$ cat src/verilog/fetchPkg.sv
package fetchPkg;

  // address and instruction widths in bits.
  localparam int PC_WIDTH   = 32;
  localparam int INST_WIDTH = 64;

  // fetch geometry. a bundle holds four instructions and fills one cache line.
  localparam int FETCH_WIDTH  = 4;
  localparam int BUNDLE_WIDTH = FETCH_WIDTH * INST_WIDTH;
  localparam int SLOT_BYTES   = INST_WIDTH / 8;
  localparam int BUNDLE_BYTES = FETCH_WIDTH * SLOT_BYTES;

  // low PC bits that select a byte inside a bundle and inside a slot.
  localparam int OFFSET_BITS      = $clog2(BUNDLE_BYTES);
  localparam int SLOT_OFFSET_BITS = $clog2(SLOT_BYTES);

  // control-type codes as they are stored in the branch target buffer.
  localparam int BR_TYPE_WIDTH = 2;
  localparam logic [BR_TYPE_WIDTH-1:0] BR_RETURN = 2'b00;
  localparam logic [BR_TYPE_WIDTH-1:0] BR_CALL   = 2'b01;
  localparam logic [BR_TYPE_WIDTH-1:0] BR_JUMP   = 2'b10;
  localparam logic [BR_TYPE_WIDTH-1:0] BR_COND   = 2'b11;

  // the first bundle fetched after reset.
  localparam logic [PC_WIDTH-1:0] RESET_PC = '0;

endpackage
$ cat src/verilog/instCache.sv
`timescale 1ns/1ps

module instCache
  import fetchPkg::*;
#(
  parameter int CACHE_LINES = 16
) (
  input  logic                    clk,
  input  logic                    reset,
  input  logic [PC_WIDTH-1:0]     addr_i,
  input  logic                    wrEnable_i,
  input  logic [PC_WIDTH-1:0]     wrAddr_i,
  input  logic [BUNDLE_WIDTH-1:0] instBlock_i,
  output logic [BUNDLE_WIDTH-1:0] instBundle_o,
  output logic                    miss_o,
  output logic [PC_WIDTH-1:0]     missAddr_o
);

  // one line holds exactly one bundle, so the index starts right above the bundle offset.
  localparam int IDX_BITS = $clog2(CACHE_LINES);
  localparam int TAG_LSB  = OFFSET_BITS + IDX_BITS;
  localparam int TAG_BITS = PC_WIDTH - TAG_LSB;

  logic                    lineValid [CACHE_LINES];
  logic [TAG_BITS-1:0]     lineTag   [CACHE_LINES];
  logic [BUNDLE_WIDTH-1:0] lineData  [CACHE_LINES];
  logic [IDX_BITS-1:0]     rdIdx;
  logic [IDX_BITS-1:0]     wrIdx;
  logic                    tagHit;

  assign rdIdx = addr_i[OFFSET_BITS +: IDX_BITS];
  assign wrIdx = wrAddr_i[OFFSET_BITS +: IDX_BITS];

  // the lookup is purely combinational on the fetch address.
  assign tagHit       = lineValid[rdIdx] && (lineTag[rdIdx] == addr_i[PC_WIDTH-1:TAG_LSB]);
  assign instBundle_o = lineData[rdIdx];
  assign miss_o       = !tagHit;

  // the memory side always refills whole lines.
  assign missAddr_o = {addr_i[PC_WIDTH-1:OFFSET_BITS], OFFSET_BITS'(0)};

  always_ff @(posedge clk) begin
    if (reset) begin
      for (int l = 0; l < CACHE_LINES; l++) begin
        lineValid[l] <= 1'b0;
      end
    end else if (wrEnable_i) begin
      lineValid[wrIdx] <= 1'b1;
    end
  end

  // tag and data follow the valid bit on the same refill edge.
  always_ff @(posedge clk) begin
    if (wrEnable_i) begin
      lineTag[wrIdx]  <= wrAddr_i[PC_WIDTH-1:TAG_LSB];
      lineData[wrIdx] <= instBlock_i;
    end
  end

endmodule

$ cat config.mk
export PLATFORM = sky130hd
export DESIGN_NAME = instCache
export DESIGN_NICKNAME = d
export VERILOG_FILES = /design/src/verilog/fetchPkg.sv /design/src/verilog/instCache.sv
export SDC_FILE = /design/constraint.sdc
export NUM_CORES = 2
export LEC_CHECK = 0
export ABC_AREA = 1
export BUFFER_PORTS_ARGS = -buffer_cell sky130_fd_sc_hd__clkbuf_2
export CAP_MARGIN = 15
export CORE_MARGIN = 8
export CORE_UTILIZATION = 56
export CTS_CLUSTER_DIAMETER = 120
export CTS_CLUSTER_SIZE = 40
export DETAILED_ROUTE_END_ITERATION = 8
export PLACE_DENSITY = 0.76
export REMOVE_ABC_BUFFERS = 1
export SLEW_MARGIN = 10
export SYNTH_ARGS = -nofsm -noshare
export SYNTH_HDL_FRONTEND = slang
export SYNTH_MEMORY_MAX_BITS = 65536
export SYNTH_SLANG_ARGS = --single-unit
$ cat constraint.sdc
create_clock -name clk -period 13.8 [get_ports clk]
set_clock_uncertainty 0.1 [all_clocks]
set_input_delay 0 -clock clk [delete_from_list [all_inputs] [get_ports clk]]
set_output_delay 0 -clock clk [all_outputs]
set_load 0.005 [all_outputs]
==> impl_metrics.env <==
export IMPL_outcome="completed"
export IMPL_postSynthAreaPerCell_sq_um=13.8
export IMPL_syn_to_final_growth_pct=8.95
export IMPL_grt_max_degree=261
export IMPL_hpwl_mm=229
export IMPL_slew_viol_final=0
export IMPL_crit_slowest_cell="buf_4"
export IMPL_design_die_area_sq_um=328000
export IMPL_clk_pin_slew_worst_paths_ns=0.14
export IMPL_ir_worst_vdd_mv=0.0977
export IMPL_first_global_vias=107000
export IMPL_worstSetupStartpointType="input port"
export IMPL_yosys_cell_types_count=29
export IMPL_drc=0
export IMPL_min_path_type="in2reg"
export IMPL_track_usage=0.265
export IMPL_path_common_cell="buf_4"
export IMPL_gp_congestion=0.783
export IMPL_max_slew_margin=0.0344
export IMPL_ys_seq_area_frac=0.774
export IMPL_die_h_um=573
export IMPL_first_pass_iters=7
export IMPL_required_ns=13.70
export IMPL_final_setup_viol_count=0
export IMPL_max_stage_delay_ns=0.91
export IMPL_holdWs_ns=0.0614
export IMPL_fp_row_count=204
export IMPL_cap_violations=0
export IMPL_clk_latency_ns=0.88
export IMPL_start_util=0.562
export IMPL_min_period_ns=6.09
export IMPL_io_buffers=596
export IMPL_tns_ns=0
export IMPL_dp_cells=16500
export IMPL_ctsLongestPathBuffers=4
export IMPL_coreArea_sq_um=309000
export IMPL_drt_iter0_markers=15200
export IMPL_grt_pass1_wl_mm=664
export IMPL_rsz0062_at_grt="false"
export IMPL_antenna_left=0
export IMPL_cts_made_buffers=138
export IMPL_endpoint_kind="output pin"
export IMPL_layout_nets=13400
export IMPL_pwr_density_cell_nw_per_um2=120
export IMPL_viasPerCell=6.42
export IMPL_grt_overflow=0
export IMPL_cts_sinks=4480
export IMPL_worst_pin_slew_ns=1.45
export IMPL_synth_area_sq_um=173000
export IMPL_antenna_found_initial=67
export IMPL_crit_arrival_ns=5.99
export IMPL_ios=612
export IMPL_fmax_mhz=164
export IMPL_cts_root_buf="clkbuf_16"
export IMPL_yosysWarnings=0
export IMPL_finalHoldViolCount=0
export IMPL_htree_levels=4
export IMPL_cp_cell_sequence="buf_12 -> buf_4 -> buf_4 -> buf_4 -> buf_12 -> buf_4 -> o21ai_0 -> o221ai_1 -> o21ai_0 -> o21ai_1 -> clkbuf_2"
export IMPL_post_route_period_util=0.442
export IMPL_cts_tree="built"
export IMPL_layout_cells_non_filler=17300
export IMPL_wire_per_inst_um=26.2
export IMPL_dpl_instance_area_sq_um=179000
export IMPL_synthCells=12500
export IMPL_die_x_um=573
export IMPL_drive_gt1_frac=0.0745
export IMPL_utilization=0.613
export IMPL_yosys_register_bits=4480
export IMPL_leakagePower_nw=60.3
export IMPL_drt_wl_total_mm=452
export IMPL_via_count=111000
export IMPL_finalInstanceArea_sq_um=189000
export IMPL_crit_fanout=260
export IMPL_crit_type="in2out"
cells by family (layout without fill, tap and decap cells):
logic type | Yosys count | count (layout) | share of synthesized area
flops | 4480 | 4480 | 0.774
simple gates | 3345 | 3345 | 0.0754
buf+inv | 1099 | 1657 | 0.0271
compound gates | 3581 | 3581 | 0.121
other cells | 1 | 51 | 0.0000216
mux | 31 | 31 | 0.00179
what timing repair did:
item | 4_1_cts | 5_1_grt
gates resized for setup | 0 | 0
setup buffers | 0 | 0
hold buffers | 568 | 0
hold endpoints to repair | 4700 | 0
layout by cell type (no fill, tap or decap), types with 46 or more instances in the layout:
master	instances
o22ai_1	610
o221ai_1	488
clkbuf_16	139
nand2_1	682
inv_1	135
edfxtp_1	4464
nand3_1	399
o21ai_1	151
o21ai_0	2139
nor2_1	2239
diode_2	46
clkbuf_2	592
buf_4	172
o211ai_1	173
dlygate4sd3_1	567
worst max-delay path: cells and delay by family:
kind            cells  cell delay, ns
compound gates      4            1.13
buf+inv             7            4.23
routing by layer:
metal  routed length [um]  GRT usage  part of all wire  up-vias
met5                  264          0           0.00058        -
met4                19000      0.105             0.042       42
met3                46400     0.0403              0.10      984
met2               220000      0.441              0.49     6365
met1               166000      0.355              0.37    55300
li1                     -          -                 -    48100
power by group:
part / internal, mW / switching [mW] / total [mW]
sequential: 15.2 / 0.0600 / 15.3
clock: 1.92 / 3.77 / 5.69
combinational: 0.540 / 1.25 / 1.79
cell usage after synthesis:
master	n	area [sq um]
clkbuf_2	2	10.0
clkinv_2	1	5.00
a21oi_1	4	20.0
buf_6	2	22.5
o22ai_1	610	3820
o221a_2	3	33.8
o221ai_1	488	4270
nor2_1	2255	8460
conb_1	1	3.75
o32ai_1	12	105
buf_4	66	495
dfxtp_1	16	320
o211ai_1	173	1300
or2_2	2	12.5
o21ba_2	1	10.0
nand3b_1	3	22.5
clkbuf_1	611	2290
or2_0	4	25.0
nand2_1	682	2560
o21ai_1	151	756
edfxtp_1	4464	134000
inv_1	136	510
mux2i_1	31	310
inv_4	1	6.26
nand3_1	399	2000
inv_2	1	3.75
buf_2	251	1260
buf_1	28	105
o21ai_0	2139	10700
registers in the layout, indices dropped and copies added (netlist names):
name,count
lineData,4096
lineTag,368
lineValid,16
metrics by stage:
step	setup slack (ns)	total power [mW]
after CTS	7.90	22.8
after global placement	8.09	17.1
after floorplan	0.977	16.5
final	7.71	22.8
after global routing	7.51	23.4
after detailed placement	7.94	17.2
cell type report:
| type | instances | area (sq um) |
|---|---|---|
| Clock buffer | 140 | 3480 |
| Antenna cell | 46 | 115 |
| Fill cell | 22100 | 120000 |
| Tap cell | 4120 | 5150 |
| Timing Repair Buffer | 1355 | 10400 |
| Clock inverter | 23 | 377 |
| Inverter | 139 | 569 |
| Multi-Input combinational cell | 6962 | 34500 |
| Sequential cell | 4480 | 134000 |
path summary, 6_finish.rpt:
path / startpoint / end / slack (ns) / depth (start not counted)
max reg2reg: lineValid[0] / lineValid[0] / 13.08 / 1
max: addr_i[5] / instBundle_o[66] / 7.71 / 11
min: instBlock_i[222] / lineData[8][222] / 0.06 / 2
min reg2reg: lineValid[6] / lineValid[6] / 0.39 / 2
Power figures use the tool's default switching activity.
