[src/verilog/fetchPkg.sv]
package fetchPkg;

  // address and instruction widths in bits.
  localparam int PC_WIDTH   = 32;
  localparam int INST_WIDTH = 64;

  // fetch geometry. a bundle holds four instructions and fills one cache line.
  localparam int FETCH_WIDTH  = 4;
  localparam int BUNDLE_WIDTH = FETCH_WIDTH * INST_WIDTH;
  localparam int SLOT_BYTES   = INST_WIDTH / 8;
  localparam int BUNDLE_BYTES = FETCH_WIDTH * SLOT_BYTES;

  // low PC bits that select a byte inside a bundle and inside a slot.
  localparam int OFFSET_BITS      = $clog2(BUNDLE_BYTES);
  localparam int SLOT_OFFSET_BITS = $clog2(SLOT_BYTES);

  // control-type codes as they are stored in the branch target buffer.
  localparam int BR_TYPE_WIDTH = 2;
  localparam logic [BR_TYPE_WIDTH-1:0] BR_RETURN = 2'b00;
  localparam logic [BR_TYPE_WIDTH-1:0] BR_CALL   = 2'b01;
  localparam logic [BR_TYPE_WIDTH-1:0] BR_JUMP   = 2'b10;
  localparam logic [BR_TYPE_WIDTH-1:0] BR_COND   = 2'b11;

  // the first bundle fetched after reset.
  localparam logic [PC_WIDTH-1:0] RESET_PC = '0;

endpackage
[src/verilog/branchPredictor.sv]
`timescale 1ns/1ps

module branchPredictor
  import fetchPkg::*;
#(
  parameter int BP_ENTRIES = 64
) (
  input  logic                   clk,
  input  logic                   reset,
  input  logic [PC_WIDTH-1:0]    pc_i,
  input  logic                   updateEn_i,
  input  logic [PC_WIDTH-1:0]    updatePC_i,
  input  logic                   updateDir_i,
  output logic [FETCH_WIDTH-1:0] prediction_o
);

  localparam int IDX_BITS = $clog2(BP_ENTRIES);

  // one 2-bit counter per entry, 00 strongly not taken up to 11 strongly taken.
  logic [1:0]          counter [BP_ENTRIES];
  logic [IDX_BITS-1:0] updateIdx;
  logic [1:0]          updateCnt;

  assign updateIdx = updatePC_i[SLOT_OFFSET_BITS +: IDX_BITS];
  assign updateCnt = counter[updateIdx];

  for (genvar s = 0; s < FETCH_WIDTH; s++) begin : gSlot
    logic [PC_WIDTH-1:0] slotAddr;

    assign slotAddr = pc_i + PC_WIDTH'(s * SLOT_BYTES);
    // the upper counter bit is set for 10 and 11, which both mean taken.
    assign prediction_o[s] = counter[slotAddr[SLOT_OFFSET_BITS +: IDX_BITS]][1];
  end

  // counters start weakly not taken and saturate at both ends.
  always_ff @(posedge clk) begin
    if (reset) begin
      for (int e = 0; e < BP_ENTRIES; e++) begin
        counter[e] <= 2'b01;
      end
    end else if (updateEn_i) begin
      if (updateDir_i && (updateCnt != 2'b11)) begin
        counter[updateIdx] <= updateCnt + 2'd1;
      end else if (!updateDir_i && (updateCnt != 2'b00)) begin
        counter[updateIdx] <= updateCnt - 2'd1;
      end
    end
  end

endmodule

[config.mk]
export PLATFORM = sky130hd
export DESIGN_NAME = branchPredictor
export DESIGN_NICKNAME = d
export VERILOG_FILES = /design/src/verilog/fetchPkg.sv /design/src/verilog/branchPredictor.sv
export SDC_FILE = /design/constraint.sdc
export NUM_CORES = 1
export LEC_CHECK = 0
export BUFFER_PORTS_ARGS = -buffer_cell sky130_fd_sc_hd__buf_2
export CAP_MARGIN = 30
export CORE_MARGIN = 2
export CORE_UTILIZATION = 56
export CTS_BUF_LIST = sky130_fd_sc_hd__clkbuf_8 sky130_fd_sc_hd__clkbuf_16
export DETAILED_ROUTE_END_ITERATION = 16
export PLACE_DENSITY = 0.72
export SYNTH_ARGS = -nofsm -noshare
export SYNTH_HDL_FRONTEND = slang
export SYNTH_SLANG_ARGS = --single-unit
[constraint.sdc]
create_clock -name clk -period 9.8 [get_ports clk]
set_input_delay 1.96 -clock clk [delete_from_list [all_inputs] [get_ports clk]]
set_output_delay 1.96 -clock clk [all_outputs]
set_load 0.01 [all_outputs]
==> reports/results.txt, run 1 <==
Status = finished, final reports clean
Core Area = 15770 sq um
Clk buf depth = 2
Share of cells above drive strength 1 = 24.76%
Starting DRC count in detailed routing = 1379
Commonest non-fill, non-tap cell in the layout = edfxtp_1
Number of clock sinks = 128
Fin Clk Skew = 5.892 ps
Setup crit end kind = output pin
Largest net degree at the start of global routing = 71
Largest family of logic cells by synthesized area = multiplexers
Power, Total = 1.578 mW
Die height = 130.6 microns
WP data required = 7840 ps
Routed via count = 7162
CP max stage delay = 860 ps
Pre-antenna DRT Iters = 5
Worst Max-Slew Pin Slew = 1112 ps
Syn Std Cell Area = 8975 sq um
EDFF count, synth = 128
Setup crit start kind = input pin
Synth Area in XOR/XNOR = 1.171%
Commonest non-fill, non-tap cells in the layout = 128 x edfxtp_1, 88 x nand2_1, 85 x mux4_2
Post-Synth Adder-Cell Area = 0.5576%
Pwr dens = 161.2 nW/um^2
NumNets Final = 790
Combinational power share = 17.7%
Ant. Diodes = 0
CTS Buf Count = 17
Clock-pin slew on the worst setup and hold paths = 60 ps
Sequential-to-total area share from yosys stat = 42.83%
Maximum vdd drop = 124.5 uV
Main synth FF type = edfxtp_1
Area after DPL = 9145 sq um
Synth warnings = 0
DRC viols = 0
First-pass GRT wire length = 42670 microns
GRT Total Usage = 34.94%
Async S/R FF share, synth = 0%
Synthesis-stage register bit count = 128
Largest registers = counter x128
Max_slew headroom = 25.48%
Lkg Pwr = 3.021 nW
Slowest-stage cell, CP = ha_1
Initial antenna violation count = 0
Crit path kind = input pin to output pin
Hold crit path type = flop to flop
Post-cts resize count = 0
RSZ-0062 raised after global routing = no
Horiz. Die Dim = 130.6 microns
Final Setup Violations = 0
Clk Latency, worst-skew pair = 420 ps
Die area = 17060 sq um
Synthesized area per cell = 12.11 sq um
Detailed Route WL = 28360 microns
Routed Antenna Nets = 0
Minimum clock period = 7371 ps
Sequential share of power = 40.0%
Initial Util = 56.91%
PortBufs = 19
WL per Instance = 29.94 microns
Slew Viols, Final = 0
GRT Residual Overflow = 0
Final Hold Vio Count = 0
CTS tree = built
Area grow syn2layout = 9.062%
Syn Inst Count = 741
DPL Wire Length = 19020 microns
P_int = 1.152 mW
Vias in the first global route = 6803
GP Congestion = 0.9293
Post-synthesis simple-gate area fraction = 15.43%
Sw Ratio = 26.99%
# rows = 46
Crit share post-route = 75.21%
Io pins = 72
Register name with the most flops = counter
CP arrival = 5410 ps
Final instance area = 9788 sq um
Mux cell area share after synthesis = 24.98%
CP max FO = 24
Vias/cell = 7.563
CP Cell Sequence = buf_2, inv_1, ha_1, buf_4, mux4_2, mux4_2, mux2_2, nor2_1, a21oi_1, buf_2
Max Cap Violations = 0
Max FFs per register = 128
Complex-gate fraction of the synthesized area = 11.36%
Final setup TNS = 0 ps
Hold_buf cts = 0
NetSw = 425.8 uW
Cell variety after synth = 60
Cell chosen for the clock root = clkbuf_16
Power share of the clock group = 42.3%
Post-CTS Setup Bufs = 0
Syn nets = 813
Max frequency = 135.7 MHz
CTS H-tree depth = 4
[critical path, delay by kind of cell]
family | cells | cell delay (ps)
buffers and inverters | 4 | 1160
multiplexers | 3 | 1300
AND/OR/NAND/NOR | 1 | 80
AO/OA/AOI/OAI | 1 | 40
adder cells (fa/ha/maj) | 1 | 860
[path summary, 6_finish.rpt]
path / from / slack (ps) / cells past startpoint / end
worst max-delay path: pc_i[4] / 2430 / 10 / prediction_o[1]
worst min-delay path: counter[3][0] / 1040 / 5 / counter[3][0]
worst max register to register: counter[11][0] / 6170 / 7 / counter[22][0]
worst min register to register: counter[3][0] / 1040 / 5 / counter[3][0]
[synthesized netlist by cell type (3+ instances only)]
cell / number / area share, %
a211oi_1: 3 / 0.25
a21o_1: 16 / 1.3
a21oi_1: 20 / 1.1
a221o_1: 3 / 0.33
a221oi_1: 5 / 0.49
a22o_1: 4 / 0.39
a22oi_1: 10 / 0.84
and2_1: 3 / 0.21
and3b_1: 6 / 0.59
buf_1: 11 / 0.46
buf_2: 16 / 0.89
clkbuf_1: 39 / 1.6
edfxtp_1: 128 / 43
ha_1: 4 / 0.56
inv_1: 8 / 0.33
mux2_2: 8 / 1.0
mux2i_1: 20 / 2.2
mux4_2: 85 / 21
nand2_1: 88 / 3.7
nand2b_1: 6 / 0.42
nand3_1: 16 / 0.89
nand3_2: 5 / 0.56
nand3b_1: 10 / 0.84
nor2_1: 19 / 0.79
nor2b_1: 6 / 0.42
nor3_1: 76 / 4.2
nor3b_1: 4 / 0.33
o21ai_0: 5 / 0.28
o21bai_1: 48 / 4.0
o221ai_1: 3 / 0.29
o22ai_1: 4 / 0.28
o31ai_1: 5 / 0.42
or2_2: 3 / 0.21
or3b_2: 9 / 0.88
xnor2_1: 6 / 0.59
xor2_1: 6 / 0.59
[metal layers]
metal  share of wire [%]  track usage (%)  vias up
met5                   0                0        -
met3                  14            9.202      107
met4                 4.9            16.08        0
met2                  45            52.36      633
li1                    -                -     2915
met1                  35            48.32     3507
[logic make-up (layout without fill, tap and decap cells)]
logic type / Yosys count / after routing
AND/OR/NAND/NOR: 264 / 264
AO/OA/AOI/OAI: 140 / 140
flip-flops: 128 / 128
multiplexers: 115 / 115
buffers and inverters: 78 / 68
XOR/XNOR: 12 / 12
adder cells (fa/ha/maj): 4 / 4
[layout make-up]
cell class,instances,area (sq um)
Inverter,8,30.03
Clock buffer,17,425.4
Sequential cell,128,3844
Fill cell,1215,5982
Clock inverter,15,190.2
Timing Repair Buffer,28,188.9
Tap cell,216,270.3
Multi-Input combinational cell,535,4840
[power groups by stage]
stage / clock, mW / sequential, mW / combinational, mW
after floorplan: 0 / 0.631 / 0.209
after global placement: 0 / 0.639 / 0.264
after detailed placement: 0 / 0.641 / 0.271
after CTS: 0.663 / 0.630 / 0.272
after global routing: 0.685 / 0.632 / 0.294
final: 0.668 / 0.631 / 0.279
[per-stage QoR]
stage | utilization, % | cells | worst slack, ps | hold WS, ps
detailed placement | 57.99 | 914 | 2408 | 985.8
CTS | 61.89 | 946 | 2418 | 1002
floorplan | - | 741 | 1616 | 861.5
global placement | 57.92 | 913 | 2521 | 976.5
finish | 62.07 | 947 | 2429 | 1042
global route | 62.07 | 947 | 2196 | 1093
Power figures use the tool's default switching activity.
==> inputs of run 2 (changes only) <==
==> constraint.sdc (replaced) <==
create_clock -name clk -period 7.66 [get_ports clk]
set_input_delay 1.532 -clock clk [delete_from_list [all_inputs] [get_ports clk]]
set_output_delay 1.532 -clock clk [all_outputs]
set_load 0.01 [all_outputs]
==> reports/results.txt, run 2 (synthesized netlist as in run 1, its figures left out) <==
Slew Viols, Final = 0 (unchanged)
Hold crit path type = flop to flop
Area of the multi-input gates = 4825 sq um (-0.31%)
Post-cts resize count = 0 (unchanged)
CP max FO = 24 (unchanged)
Clk Latency, worst-skew pair = 420 ps (about the same)
Worst Max-Slew Pin Slew = 1059 ps (-52.77 ps)
Max frequency = 157.2 MHz
Max Cap Violations = 0 (unchanged)
Initial Util = 56.91% (unchanged)
Die area = 17060 sq um (unchanged)
Maximum vdd drop = 156.5 uV (+26%)
Detailed Route WL = 28020 microns (-1.2%)
DRC viols = 0 (unchanged)
Setup crit start kind = input pin
Fillers = 1222 (+0.58%)
Largest registers = counter x128
CTS tree = built
Vias/cell = 7.527 (-0.47%)
CTS H-tree depth = 4 (unchanged)
Final Setup Violations = 0 (unchanged)
CP arrival = 4830 ps (-580 ps)
Post-place setup slack = 1287 ps (-1121 ps)
GRT Total Usage = 34.62% (-0.31 points)
Hold_buf cts = 0 (unchanged)
Core Area = 15770 sq um (unchanged)
Final Hold Vio Count = 0 (unchanged)
Number of clock sinks = 128 (unchanged)
GRT Residual Overflow = 0 (unchanged)
Setup crit end kind = output pin
Post-CTS Setup Bufs = 0 (unchanged)
PortBufs = 19 (unchanged)
Crit path kind = input pin to output pin
Share of cells above drive strength 1 = 24.80% (+0.035 points)
Min setup slack post-route = 1300 ps (-1130 ps)
Largest net degree at the start of global routing = 71 (unchanged)
GP Congestion = 0.9614 (+3.5%)
Placed instance count = 917 (+0.33%)
Pre-antenna DRT Iters = 6 (+1)
Initial antenna violation count = 0 (unchanged)
Commonest non-fill, non-tap cell in the layout = edfxtp_1
Max_slew headroom = 29.01% (+3.5 points)
First-pass GRT wire length = 42120 microns (-1.3%)
Die height = 130.6 microns (unchanged)
Area grow syn2layout = 9.940%
Fin cells = 950 (+0.32%)
WL per Instance = 29.50 microns (-1.5%)
FF-to-FF setup slack = 4020 ps (-2150 ps)
Routed via count = 7151 (-0.15%)
Commonest non-fill, non-tap cells in the layout = 128 x edfxtp_1, 88 x nand2_1, 85 x mux4_2
Starting DRC count in detailed routing = 1090 (-21%)
Minimum clock period = 6360 ps
Final setup TNS = 0 ps (unchanged)
Register area = 3844 sq um (unchanged)
Max FFs per register = 128 (unchanged)
Fin Clk Skew = 7.910 ps (+2.018 ps)
Routed Antenna Nets = 0 (unchanged)
CTS Buf Count = 17 (unchanged)
RSZ-0062 raised after global routing = no
Horiz. Die Dim = 130.6 microns (unchanged)
Pwr dens = 214.1 nW/um^2 (+33%)
Register name with the most flops = counter
WP data required = 6130 ps (-1710 ps)
Io pins = 72 (unchanged)
NumNets Final = 793 (+0.38%)
Vias in the first global route = 6928 (+1.8%)
Crit share post-route = 83.03%
Status = finished, final reports clean
Clk buf depth = 2 (unchanged)
Ant. Diodes = 0 (unchanged)
Clock-pin slew on the worst setup and hold paths = 60 ps (about the same)
Lkg Pwr = 3.078 nW (+1.9%)
DPL Wire Length = 18800 microns (-1.2%)
Cell chosen for the clock root = clkbuf_16
# rows = 46 (unchanged)
-- run 2: worst paths after layout --
check / startpoint / endpoint / depth (start not counted)
max: pc_i[4] / prediction_o[1] / 9
min: counter[15][0] / counter[13][0] / 5
max reg2reg: counter[63][0] / counter[54][0] / 8
min reg2reg: counter[15][0] / counter[13][0] / 5
-- run 2: through the flow --
step	total power [mW]	hold slack (ps)	utilization, %	instance area, sq um
final	2.113	1035	62.57	9867
after global routing	2.161	1089	62.57	9867
after CTS	2.101	1028	62.39	9839
after detailed placement	1.167	993.2	58.01	9149
after global placement	1.157	988.0	58.01	9149
after floorplan	1.074	861.5	-	8975
-- run 2: worst max-delay path: stages --
cell	delay, ps
buf_2	480
inv_1	140
ha_1	940
buf_4	340
mux4_2	530
mux4_2	470
mux2i_1	150
a21oi_1	80
buf_2	140
-- run 2: layout make-up --
cell class,instances,share of cell area (%)
Clock buffer,17,4.311
Tap cell,216,2.739
Inverter,8,0.3043
Sequential cell,128,38.96
Timing Repair Buffer,31,2.105
Multi-Input combinational cell,535,48.90
Clock inverter,15,2.688
-- run 2: layer usage --
| layer | vias up | share of wire [%] | global-route usage, % |
|---|---|---|---|
| li1 | 2917 | - | - |
| met1 | 3516 | 35 | 46.22 |
| met2 | 595 | 46 | 52.24 |
| met3 | 123 | 13 | 9.487 |
| met4 | 0 | 5.6 | 18.59 |
| met5 | - | 0 | 0 |
-- run 2: where the power goes --
| group | total (mW) | switching, mW | internal [mW] |
|---|---|---|---|
| Clock | 0.948 | 0.307 | 0.642 |
| Sequential | 0.807 | 0.0230 | 0.784 |
| Combinational | 0.357 | 0.208 | 0.149 |
