==> src/verilog/fetchPkg.sv <==
package fetchPkg;

  // address and instruction widths in bits.
  localparam int PC_WIDTH   = 32;
  localparam int INST_WIDTH = 64;

  // fetch geometry. a bundle holds four instructions and fills one cache line.
  localparam int FETCH_WIDTH  = 4;
  localparam int BUNDLE_WIDTH = FETCH_WIDTH * INST_WIDTH;
  localparam int SLOT_BYTES   = INST_WIDTH / 8;
  localparam int BUNDLE_BYTES = FETCH_WIDTH * SLOT_BYTES;

  // low PC bits that select a byte inside a bundle and inside a slot.
  localparam int OFFSET_BITS      = $clog2(BUNDLE_BYTES);
  localparam int SLOT_OFFSET_BITS = $clog2(SLOT_BYTES);

  // control-type codes as they are stored in the branch target buffer.
  localparam int BR_TYPE_WIDTH = 2;
  localparam logic [BR_TYPE_WIDTH-1:0] BR_RETURN = 2'b00;
  localparam logic [BR_TYPE_WIDTH-1:0] BR_CALL   = 2'b01;
  localparam logic [BR_TYPE_WIDTH-1:0] BR_JUMP   = 2'b10;
  localparam logic [BR_TYPE_WIDTH-1:0] BR_COND   = 2'b11;

  // the first bundle fetched after reset.
  localparam logic [PC_WIDTH-1:0] RESET_PC = '0;

endpackage
==> src/verilog/returnAddrStack.sv <==
`timescale 1ns/1ps

module returnAddrStack
  import fetchPkg::*;
#(
  parameter int RAS_DEPTH = 8
) (
  input  logic                clk,
  input  logic                reset,
  input  logic                push_i,
  input  logic                pop_i,
  input  logic [PC_WIDTH-1:0] pushAddr_i,
  output logic [PC_WIDTH-1:0] addrRAS_o
);

  localparam int PTR_BITS = $clog2(RAS_DEPTH);
  localparam logic [PTR_BITS-1:0] LAST_PTR = PTR_BITS'(RAS_DEPTH - 1);

  logic [PC_WIDTH-1:0] stack [RAS_DEPTH];
  // the pointer names the next free slot, so the top lives just below it.
  logic [PTR_BITS-1:0] ptr;
  logic [PTR_BITS-1:0] ptrUp;
  logic [PTR_BITS-1:0] ptrDown;

  // both neighbours wrap around the ends of the array.
  // an overflow simply overwrites the oldest return address.
  assign ptrUp   = (ptr == LAST_PTR) ? '0 : ptr + PTR_BITS'(1);
  assign ptrDown = (ptr == '0) ? LAST_PTR : ptr - PTR_BITS'(1);

  assign addrRAS_o = stack[ptrDown];

  always_ff @(posedge clk) begin
    if (reset) begin
      ptr <= '0;
      for (int e = 0; e < RAS_DEPTH; e++) begin
        stack[e] <= '0;
      end
    end else if (push_i) begin
      stack[ptr] <= pushAddr_i;
      ptr        <= ptrUp;
    end else if (pop_i) begin
      // a pop only moves the pointer, the old entry stays for a later push.
      ptr <= ptrDown;
    end
  end

  // fetch picks a single taken slot per bundle, which is either a call or a return.
  noPushWithPop: assert property (@(posedge clk) disable iff (reset)
    !(push_i && pop_i));

endmodule

==> config.mk <==
export PLATFORM = sky130hd
export DESIGN_NAME = returnAddrStack
export DESIGN_NICKNAME = d
export VERILOG_FILES = /design/src/verilog/fetchPkg.sv /design/src/verilog/returnAddrStack.sv
export SDC_FILE = /design/constraint.sdc
export NUM_CORES = 1
export LEC_CHECK = 0
export ABC_CLOCK_PERIOD_IN_PS = 4000
export BUFFER_PORTS_ARGS = -buffer_cell sky130_fd_sc_hd__buf_2
export CORE_UTILIZATION = 54
export CTS_CLUSTER_DIAMETER = 80
export DETAILED_ROUTE_END_ITERATION = 10
export PLACE_DENSITY = 0.72
export SLEW_MARGIN = 20
export SYNTH_ARGS = -nofsm -noshare
export SYNTH_HDL_FRONTEND = slang
export SYNTH_SLANG_ARGS = --single-unit
==> constraint.sdc <==
create_clock -name clk -period 4 [get_ports clk]
set_input_delay 0.4 -clock clk [delete_from_list [all_inputs] [get_ports clk]]
set_output_delay 0.4 -clock clk [all_outputs]
set_load 0.005 [all_outputs]
==> results of run 1 <==
==> synth_stat cells, types with 4 or more instances <==
cell type / n / area share
clkbuf_1: 23 / 0.0073
and2_1: 238 / 0.13
clkbuf_2: 12 / 0.0051
o221ai_1: 32 / 0.024
o22a_1: 32 / 0.024
edfxtp_1: 256 / 0.65
mux2i_1: 128 / 0.11
or2_2: 8 / 0.0042
nand2_1: 4 / 0.0013
nor2_1: 5 / 0.0016
ha_1: 4 / 0.0042
buf_2: 18 / 0.0076
and2_2: 18 / 0.011
==> worst reg2reg max path: cells and delay by family (launching register included) <==
family	cells	cell delay (ps)
AND/OR/NAND/NOR	3	1210
flip-flops	1	590
buffers and inverters	1	360
==> state kept, by name, indices dropped and copies added, names as in the netlist <==
| signal | cells |
|---|---|
| ptr | 3 |
| stack | 256 |
==> metal layers <==
layer / global-route usage / vias up / wire length, microns
met5: 0 / - / 0
met4: 0.0758 / 0 / 620
met2: 0.437 / 196 / 13700
met3: 0.0302 / 43 / 1220
li1: - / 3098 / -
met1: 0.306 / 3419 / 10800
==> area by class of cell <==
type	count	share of cell area
multi-input cells	490	0.286
clock inverters	10	0.00359
clock buffers	39	0.0566
flip-flops and latches	259	0.584
inverters	3	0.000849
diodes	1	0.000189
repair buffers	88	0.0419
well taps	275	0.0260
==> final timing paths <==
kind | to | cells past startpoint | slack [ps] | startpoint
worst min register to register | ptr[1] | 3 | 670 | ptr[1]
worst max register to register | stack[3][28] | 4 | 1440 | ptr[0]
worst max-delay path | addrRAS_o[7] | 8 | 390 | ptr[0]
worst min-delay path | ptr[2] | 2 | 180 | reset
==> power groups by stage <==
stage / Clock, mW / Sequential [mW] / Combinational, mW
6_report: 2.28 / 3.16 / 0.979
5_1_grt: 2.40 / 3.18 / 1.05
4_1_cts: 2.30 / 3.17 / 0.992
3_5_place_dp: 0 / 3.22 / 0.989
3_3_place_gp: 0 / 3.21 / 0.961
2_1_floorplan: 0 / 3.20 / 0.648
==> metrics by stage <==
| step | std cells | util | power (mW) |
|---|---|---|---|
| 6_report | 1165 | 0.625 | 6.42 |
| 5_1_grt | 1165 | 0.625 | 6.63 |
| 4_1_cts | 1164 | 0.625 | 6.46 |
| 3_5_place_dp | 1115 | 0.587 | 4.21 |
| 3_3_place_gp | 1115 | 0.587 | 4.17 |
| 2_1_floorplan | 807 | - | 3.85 |
==> kinds of logic after synthesis <==
| group | count (synthesis) | synth area share |
|---|---|---|
| multiplexers | 128 | 0.109 |
| flip-flops | 259 | 0.658 |
| buffers and inverters | 58 | 0.0223 |
| AO/OA/AOI/OAI | 72 | 0.0525 |
| AND/OR/NAND/NOR | 286 | 0.155 |
| adder cells (fa/ha/maj) | 4 | 0.00425 |
==> flow_metrics.py, run 1 <==
metrics = {
    "sta": {
        "tightest_slew_ps": 996,
        "final.setup_skew_ps": 5.95,
        "hold_viol_final": 0,
        "worst_slack_ps": 389,
        "fin_hold_ws_ps": 185,
        "relSlewSlack": 0.336,
        "rsz0062_at_grt": "false",
        "finalCritPeriodShare": 0.903,
        "fin_setup_tns_ps": 0,
        "slew_violations": 0,
        "fmax_mhz": 277,
        "timing.final.crit_period_ps": 3610,
        "setup_violations": 0,
    },
    "detailed_routing": {
        "ant_nets": 0,
        "dr.pass1.iters": 6,
        "drt_iter0_markers": 493,
        "vias": 6756,
        "via_per_inst": 5.80,
        "drc": 0,
        "wl_per_cell_microns": 22.6,
        "wl_mm": 26.3,
    },
    "floorplanning": {
        "initial_core_util": 0.555,
        "io_pins": 68,
        "fp.coreArea_sq_um": 21200,
        "die_w_microns": 150,
        "row_count": 53,
        "die_height_microns": 150,
        "dieArea_sq_um": 22400,
    },
    "pwr": {
        "irDropWorstVdd_uv": 395,
        "power.leakage_nw": 5.20,
        "internal-power_mw": 4.84,
        "power_switching_mw": 1.58,
        "p_clk_frac": 0.355,
        "swShare": 0.247,
        "powerDensity_nw_per_um2": 484,
        "combPwrFrac": 0.152,
        "pwr-share-seq": 0.493,
    },
    "clocking": {
        "clk_pin_slew_ps": 60,
        "htreeDepth": 1,
        "clkSinkCount": 259,
        "ctsResizeCount": 0,
        "worstSkewPairLatency_ps": 520,
        "cts.path.max_buffers": 3,
        "cts-root-buf": "clkbuf_16",
        "cts_tree": "yes",
        "postCtsHoldBufs": 0,
        "post-cts-setup-buffers": 0,
        "cts_inserted_buffers": 27,
    },
    "placed_design": {
        "gp_congestion": 0.734,
        "placed_cell_area_sq_um": 12500,
        "dp_slack_ps": 937,
        "io_buffer_count": 67,
        "hpwl_mm": 14.8,
    },
    "grt": {
        "grt_max_degree": 35,
        "antenna_found_initial": 1,
        "grt-ovfl-total": 0,
        "grt_pass1_vias": 7060,
        "grt_pass1_wl_mm": 40.2,
        "grt_usage": 0.244,
    },
    "cells_and_area": {
        "seq_area_sq_um": 7750,
        "final_nets": 909,
        "final_cell_mix": "256 x edfxtp_1, 238 x and2_1, 128 x mux2i_1",
        "area_delta_synth_final_pct": 12.5,
        "fin_area_sq_um": 13300,
        "fillCellCount": 1587,
        "multi_input_area_sq_um": 3800,
        "final_common_cell": "edfxtp_1",
        "drive_gt1_frac": 0.182,
    },
    "synth": {
        "yosysWarnings": 0,
        "yosysSeqAreaShare": 0.658,
        "synthArstFlopShare": 0,
        "netlist_area_sq_um": 11800,
        "yosys_register_bits": 259,
        "syn_nets": 847,
        "synth_ff_type": "edfxtp_1",
        "syn-instance-count": 807,
        "synth_area_per_cell_sq_um": 14.6,
        "yosysUniqueCellTypes": 30,
        "synth_edf_count": 256,
    },
    "worst_setup_path": {
        "critical_path_class": "reg -> out",
        "critPathBufInv": 3,
        "required_ps": 3600,
        "cp.arrival_ps": 3210,
        "cp-start-kind": "flop",
        "cp_max_fo": 21,
        "critPathCaptureType": "output pin",
        "cp_cell_sequence": "inv_1, ha_1, ha_4, nor2b_1, nand2_1, buf_4, o221ai_1, buf_2",
        "critical-path-top-delay-family": "buffers and inverters",
        "slowest_stage": "dfxtp_1",
        "slowest_delay_ps": 590,
    },
    "min_path": {
        "hp-class": "in -> reg",
    },
    "run": {
        "cap_violations": 0,
    },
    "run_status": {
        "status": "finished, final reports clean",
    },
}
Power figures use the tool's default switching activity.
==> inputs of run 2 (changes only) <==
--- a/config.mk
+++ b/config.mk
@@ -5,12 +5,13 @@
 export SDC_FILE = /design/constraint.sdc
 export NUM_CORES = 1
 export LEC_CHECK = 0
-export ABC_CLOCK_PERIOD_IN_PS = 4000
+export ABC_CLOCK_PERIOD_IN_PS = 2910
 export BUFFER_PORTS_ARGS = -buffer_cell sky130_fd_sc_hd__buf_2
 export CORE_UTILIZATION = 54
 export CTS_CLUSTER_DIAMETER = 80
 export DETAILED_ROUTE_END_ITERATION = 10
-export PLACE_DENSITY = 0.72
+export HOLD_SLACK_MARGIN = 0.02
+export PLACE_DENSITY = 0.75
 export SLEW_MARGIN = 20
 export SYNTH_ARGS = -nofsm -noshare
 export SYNTH_HDL_FRONTEND = slang
==> constraint.sdc (replaced) <==
create_clock -name clk -period 2.91 [get_ports clk]
set_input_delay 0.291 -clock clk [delete_from_list [all_inputs] [get_ports clk]]
set_output_delay 0.291 -clock clk [all_outputs]
set_load 0.005 [all_outputs]
==> flow_metrics.py, run 2 (synthesis results as in run 1) <==
metrics = {
    "cells_and_area": {
        "area_delta_synth_final_pct": 15.7,
        "fillCellCount": 1538,
        "final_cells": 1183,
        "final_common_cell": "edfxtp_1",
        "antenna_cells": 0,
        "seq_area_sq_um": 7750,
        "finish.utilization": 0.643,
        "multi_input_area_sq_um": 3850,
        "top_register": "stack",
        "reg_top3": "stack: 256 flops, ptr: 3 flops",
        "drive_gt1_frac": 0.210,
        "final_nets": 930,
        "final_cell_mix": "256 x edfxtp_1, 238 x and2_1, 123 x mux2i_1",
        "largest_register_ffs": 256,
    },
    "sta": {
        "setup_violations": 0,
        "finalCritPeriodShare": 0.966,
        "tightest_slew_ps": 635,
        "slew_violations": 0,
        "relSlewSlack": 0.577,
        "fin_setup_tns_ps": 0,
        "hold_viol_final": 0,
        "final.setup_skew_ps": 14.2,
        "fmax_mhz": 356,
        "timing.final.crit_period_ps": 2810,
        "worst_slack_ps": 98.3,
        "rsz0062_at_grt": "false",
    },
    "worst_setup_path": {
        "reg2reg_to": "stack[0][10]",
        "regToRegSetupSlack_ps": 840,
        "r2r_start": "ptr[1]",
        "cp_max_fo": 6,
        "critical_path_class": "reg -> out",
        "cp.arrival_ps": 2520,
        "worst-r2r-cell-count": 4,
        "critPathCaptureType": "output pin",
        "required_ps": 2620,
        "cp-start-kind": "flop",
    },
    "floorplanning": {
        "fp.coreArea_sq_um": 21200,
        "die_w_microns": 150,
        "dieArea_sq_um": 22400,
        "die_height_microns": 150,
        "io_pins": 68,
        "row_count": 53,
        "initial_core_util": 0.555,
    },
    "clocking": {
        "clk_pin_slew_ps": 60,
        "cts_inserted_buffers": 26,
        "cts_tree": "yes",
        "clkSinkCount": 259,
        "htreeDepth": 1,
        "postCtsHoldBufs": 0,
        "worstSkewPairLatency_ps": 530,
        "cts-root-buf": "clkbuf_16",
        "cts.path.max_buffers": 3,
    },
    "detailed_routing": {
        "drt_iter0_markers": 567,
        "wl_per_cell_microns": 23.0,
        "vias": 6970,
        "drc": 0,
        "wl_mm": 27.2,
        "dr.pass1.iters": 5,
        "ant_nets": 0,
        "via_per_inst": 5.89,
    },
    "run_status": {
        "status": "finished, final reports clean",
    },
    "grt": {
        "grt_pass1_wl_mm": 40.4,
        "grt_pass1_vias": 7091,
        "grt-ovfl-total": 0,
        "antenna_found_initial": 1,
        "grt_max_degree": 33,
        "grt_usage": 0.245,
    },
    "placed_design": {
        "gp_congestion": 0.807,
        "io_buffer_count": 67,
        "dp_slack_ps": 269,
        "hpwl_mm": 14.8,
        "dp.cells": 1126,
    },
    "min_path": {
        "hold_start": "reset",
        "hp-class": "in -> reg",
        "hold_depth": 2,
        "min_to": "ptr[2]",
    },
    "pwr": {
        "powerDensity_nw_per_um2": 667,
        "irDropWorstVdd_uv": 523,
        "power.leakage_nw": 5.38,
    },
    "run": {
        "cap_violations": 0,
    },
}
[run 2: changes by cell type in the layout (fill, tap and decap cells not counted), moves of 3 or more]
| cell | change |
|---|---|
| buf_4 | +11 |
| dfxtp_2 | +3 |
| clkinv_2 | -4 |
| clkbuf_8 | -3 |
| buf_12 | +3 |
| clkbuf_1 | -6 |
| clkinv_1 | +9 |
| mux2i_2 | +5 |
| clkbuf_16 | +4 |
| dfxtp_1 | -3 |
| mux2i_1 | -5 |
[run 2: area by class of cell]
| cell class | instances | area share |
|---|---|---|
| clock buffer | 30 | 0.0504 |
| clock inverter | 16 | 0.00835 |
| inverter | 3 | 0.000826 |
| multi-input combinational | 490 | 0.282 |
| sequential | 259 | 0.568 |
| tap | 275 | 0.0252 |
| timing repair buffer | 110 | 0.0645 |
[run 2: what timing repair did]
item	in CTS	in global routing
pin swaps	2	1
setup endpoints to repair	32	25
resized for setup	9	16
gates cloned	0	4
setup buffers	7	0
[run 2: report_power, final]
group	leakage [nW]	internal, mW	switching [mW]
combinational	2.31	0.746	0.840
sequential	2.68	4.29	0.0578
clock	0.389	1.84	1.32
total	5.38	6.88	2.22
[run 2: worst max-delay path, cell delays in order (launching register included)]
cell and delay (ps):
dfxtp_2 380, inv_1 60, ha_2 180, ha_4 280, buf_12 150, buf_4 160, mux2i_1 230, o22a_1 170
o221ai_1 180, buf_2 190
[run 2: per-stage QoR]
stage,cell area [sq um],power [mW],hold slack (ps)
floorplan,11800,5.29,436
global placement,12600,5.80,602
detailed placement,12600,5.84,615
CTS,13500,9.02,61.0
global route,13600,9.38,79.6
finish,13600,9.09,75.7
[run 2: worst max-delay path by stage]
stage	start	to	slack, ps	cells after the start
after floorplan	ptr[0]	addrRAS_o[21]	600	9
after global placement	ptr[1]	addrRAS_o[22]	310	7
after detailed placement	ptr[1]	addrRAS_o[22]	270	7
after CTS	ptr[0]	addrRAS_o[21]	6	8
after global routing	ptr[1]	addrRAS_o[20]	20	10
final	ptr[1]	addrRAS_o[17]	100	9
[run 2: routing by layer]
metal | wire length (microns) | vias up | track usage | share of wire
li1 | - | 3137 | - | -
met1 | 10800 | 3534 | 0.302 | 0.40
met2 | 14000 | 249 | 0.440 | 0.51
met3 | 1540 | 50 | 0.0335 | 0.057
met4 | 819 | 0 | 0.0884 | 0.030
met5 | 0 | - | 0 | 0
==> inputs of run 3 (changes only) <==
--- a/config.mk
+++ b/config.mk
@@ -6,12 +6,12 @@
 export NUM_CORES = 1
 export LEC_CHECK = 0
 export ABC_CLOCK_PERIOD_IN_PS = 2910
-export BUFFER_PORTS_ARGS = -buffer_cell sky130_fd_sc_hd__buf_2
 export CORE_UTILIZATION = 54
 export CTS_CLUSTER_DIAMETER = 80
 export DETAILED_ROUTE_END_ITERATION = 10
+export DONT_BUFFER_PORTS = 1
 export HOLD_SLACK_MARGIN = 0.02
-export PLACE_DENSITY = 0.75
+export PLACE_DENSITY = 0.72
 export SLEW_MARGIN = 20
 export SYNTH_ARGS = -nofsm -noshare
 export SYNTH_HDL_FRONTEND = slang
==> flow_metrics.py, run 3 (synthesis results as in run 1) <==
metrics = {
    "grt": {
        "grt_pass1_wl_mm": 41.3,
        "antenna_found_initial": 1,
        "grt-ovfl-total": 0,
        "grt_pass1_vias": 7188,
        "grt_max_degree": 46,
        "grt_usage": 0.252,
    },
    "detailed_routing": {
        "via_per_inst": 5.90,
        "vias": 6964,
        "ant_nets": 0,
        "dr.pass1.iters": 5,
        "drc": 0,
        "wl_per_cell_microns": 24.1,
        "wl_mm": 28.4,
        "drt_iter0_markers": 525,
    },
    "clocking": {
        "htreeDepth": 1,
        "clk_pin_slew_ps": 60,
        "worstSkewPairLatency_ps": 540,
        "cts_inserted_buffers": 27,
        "cts.path.max_buffers": 3,
        "clkSinkCount": 259,
        "cts_tree": "yes",
        "cts-root-buf": "clkbuf_16",
    },
    "worst_setup_path": {
        "cp_common_cell": "buf_4",
        "slowest_stage": "dfxtp_1",
        "cp_max_fo": 9,
        "critPathCaptureType": "output pin",
        "required_ps": 2620,
        "cp-start-kind": "flop",
        "cp_cell_sequence": "inv_1, ha_2, ha_4, clkbuf_4, buf_4, clkbuf_16, mux2i_1, o221ai_1, buf_4",
        "slowest_delay_ps": 350,
        "critical_path_class": "reg -> out",
        "cp.arrival_ps": 2540,
        "worst-r2r-cell-count": 7,
    },
    "cells_and_area": {
        "largest_register_ffs": 256,
        "final_common_cell": "edfxtp_1",
        "fillCellCount": 1487,
        "drive_gt1_frac": 0.177,
        "reg_top3": "stack: 256 flops, ptr: 3 flops",
        "top_register": "stack",
        "final_cells": 1180,
        "final_nets": 925,
        "final_cell_mix": "256 x edfxtp_1, 238 x and2_1, 123 x mux2i_1",
        "area_delta_synth_final_pct": 19.1,
        "finish.utilization": 0.661,
    },
    "sta": {
        "fin_setup_tns_ps": 0,
        "finalCritPeriodShare": 0.973,
        "timing.final.crit_period_ps": 2830,
        "fmax_mhz": 353,
        "setup_violations": 0,
        "final.setup_skew_ps": 22.1,
        "relSlewSlack": 0.612,
        "tightest_slew_ps": 582,
        "slew_violations": 0,
        "hold_viol_final": 0,
        "fin_hold_ws_ps": 141,
    },
    "floorplanning": {
        "row_count": 53,
        "fp.coreArea_sq_um": 21200,
        "die_w_microns": 150,
        "initial_core_util": 0.555,
        "die_height_microns": 150,
        "io_pins": 68,
        "dieArea_sq_um": 22400,
    },
    "placed_design": {
        "hpwl_mm": 15.1,
        "dp.cells": 1079,
        "gp_congestion": 0.730,
        "io_buffer_count": 0,
    },
    "min_path": {
        "hp-class": "in -> reg",
        "hold_depth": 3,
    },
    "pwr": {
        "combPwrFrac": 0.173,
        "swShare": 0.243,
        "power_mw": 9.66,
        "internal-power_mw": 7.31,
        "irDropWorstVdd_uv": 464,
        "power_switching_mw": 2.35,
        "p_clk_frac": 0.377,
        "power.leakage_nw": 5.46,
        "powerDensity_nw_per_um2": 688,
        "pwr-share-seq": 0.450,
    },
    "run_status": {
        "status": "finished, final reports clean",
    },
    "run": {
        "cap_violations": 0,
    },
}
[run 3: cell count changes in the layout (fill, tap and decap cells not counted), sizes merged]
cell         delta
buf            -44
clkinv          -6
dlygate4sd3    +37
diode           +1
inv             +1
clkbuf          +2
clkinvlp        +3
bufinv          +3
[run 3: metal layers]
layer | track usage | part of all wire | vias up
li1 | - | - | 3133
met1 | 0.318 | 0.41 | 3537
met2 | 0.437 | 0.50 | 249
met3 | 0.0409 | 0.056 | 45
met4 | 0.0899 | 0.027 | 0
met5 | 0 | 0 | -
[run 3: worst paths after layout]
check | from | to | slack, ps
setup reg to reg | ptr[0] | ptr[2] | 800
hold / removal | pop_i | ptr[0] | 140
hold reg to reg | ptr[0] | ptr[0] | 780
setup / recovery | ptr[0] | addrRAS_o[26] | 80
[run 3: worst max-delay path, delay by kind of cell (launching register included)]
family / cells / cell delay [ps]
multiplexers: 1 / 220
buffers and inverters: 5 / 760
adder cells (fa/ha/maj): 2 / 500
AO/OA/AOI/OAI: 1 / 150
flip-flops: 1 / 350
[run 3: what timing repair did]
item                                   in CTS  in global routing
buffers inserted                            0                  9
pin swaps                                   0                  2
setup endpoints to repair                  32                 28
resized for setup                           5                 17
endpoints found under the hold margin     259                  0
cloned                                      0                  6
hold buffers                               37                  0
[run 3: power by group through the flow]
stage | Sequential (mW) | Combinational [mW] | Clock [mW]
finish | 4.35 | 1.67 | 3.64
global route | 4.36 | 1.77 | 3.80
CTS | 4.34 | 1.47 | 3.67
detailed placement | 4.42 | 1.38 | 0
global placement | 4.41 | 1.35 | 0
floorplan | 4.40 | 0.891 | 0
[run 3: through the flow]
step                setup WS, ps  area, sq um
floorplan                    600        11800
global placement             369        12400
detailed placement           335        12400
CTS                        -61.6        13800
global route               -4.10        14000
finish                      78.4        14000
[run 3: layout make-up]
| class | count | area (sq um) | area share |
|---|---|---|---|
| flip-flops and latches | 259 | 7750 | 0.552 |
| clock buffers | 31 | 721 | 0.0514 |
| diodes | 1 | 2.50 | 0.000178 |
| inverters | 3 | 11.3 | 0.000802 |
| clock inverters | 17 | 221 | 0.0158 |
| multi-input cells | 490 | 3850 | 0.275 |
| repair buffers | 104 | 1130 | 0.0804 |
| well taps | 275 | 344 | 0.0245 |
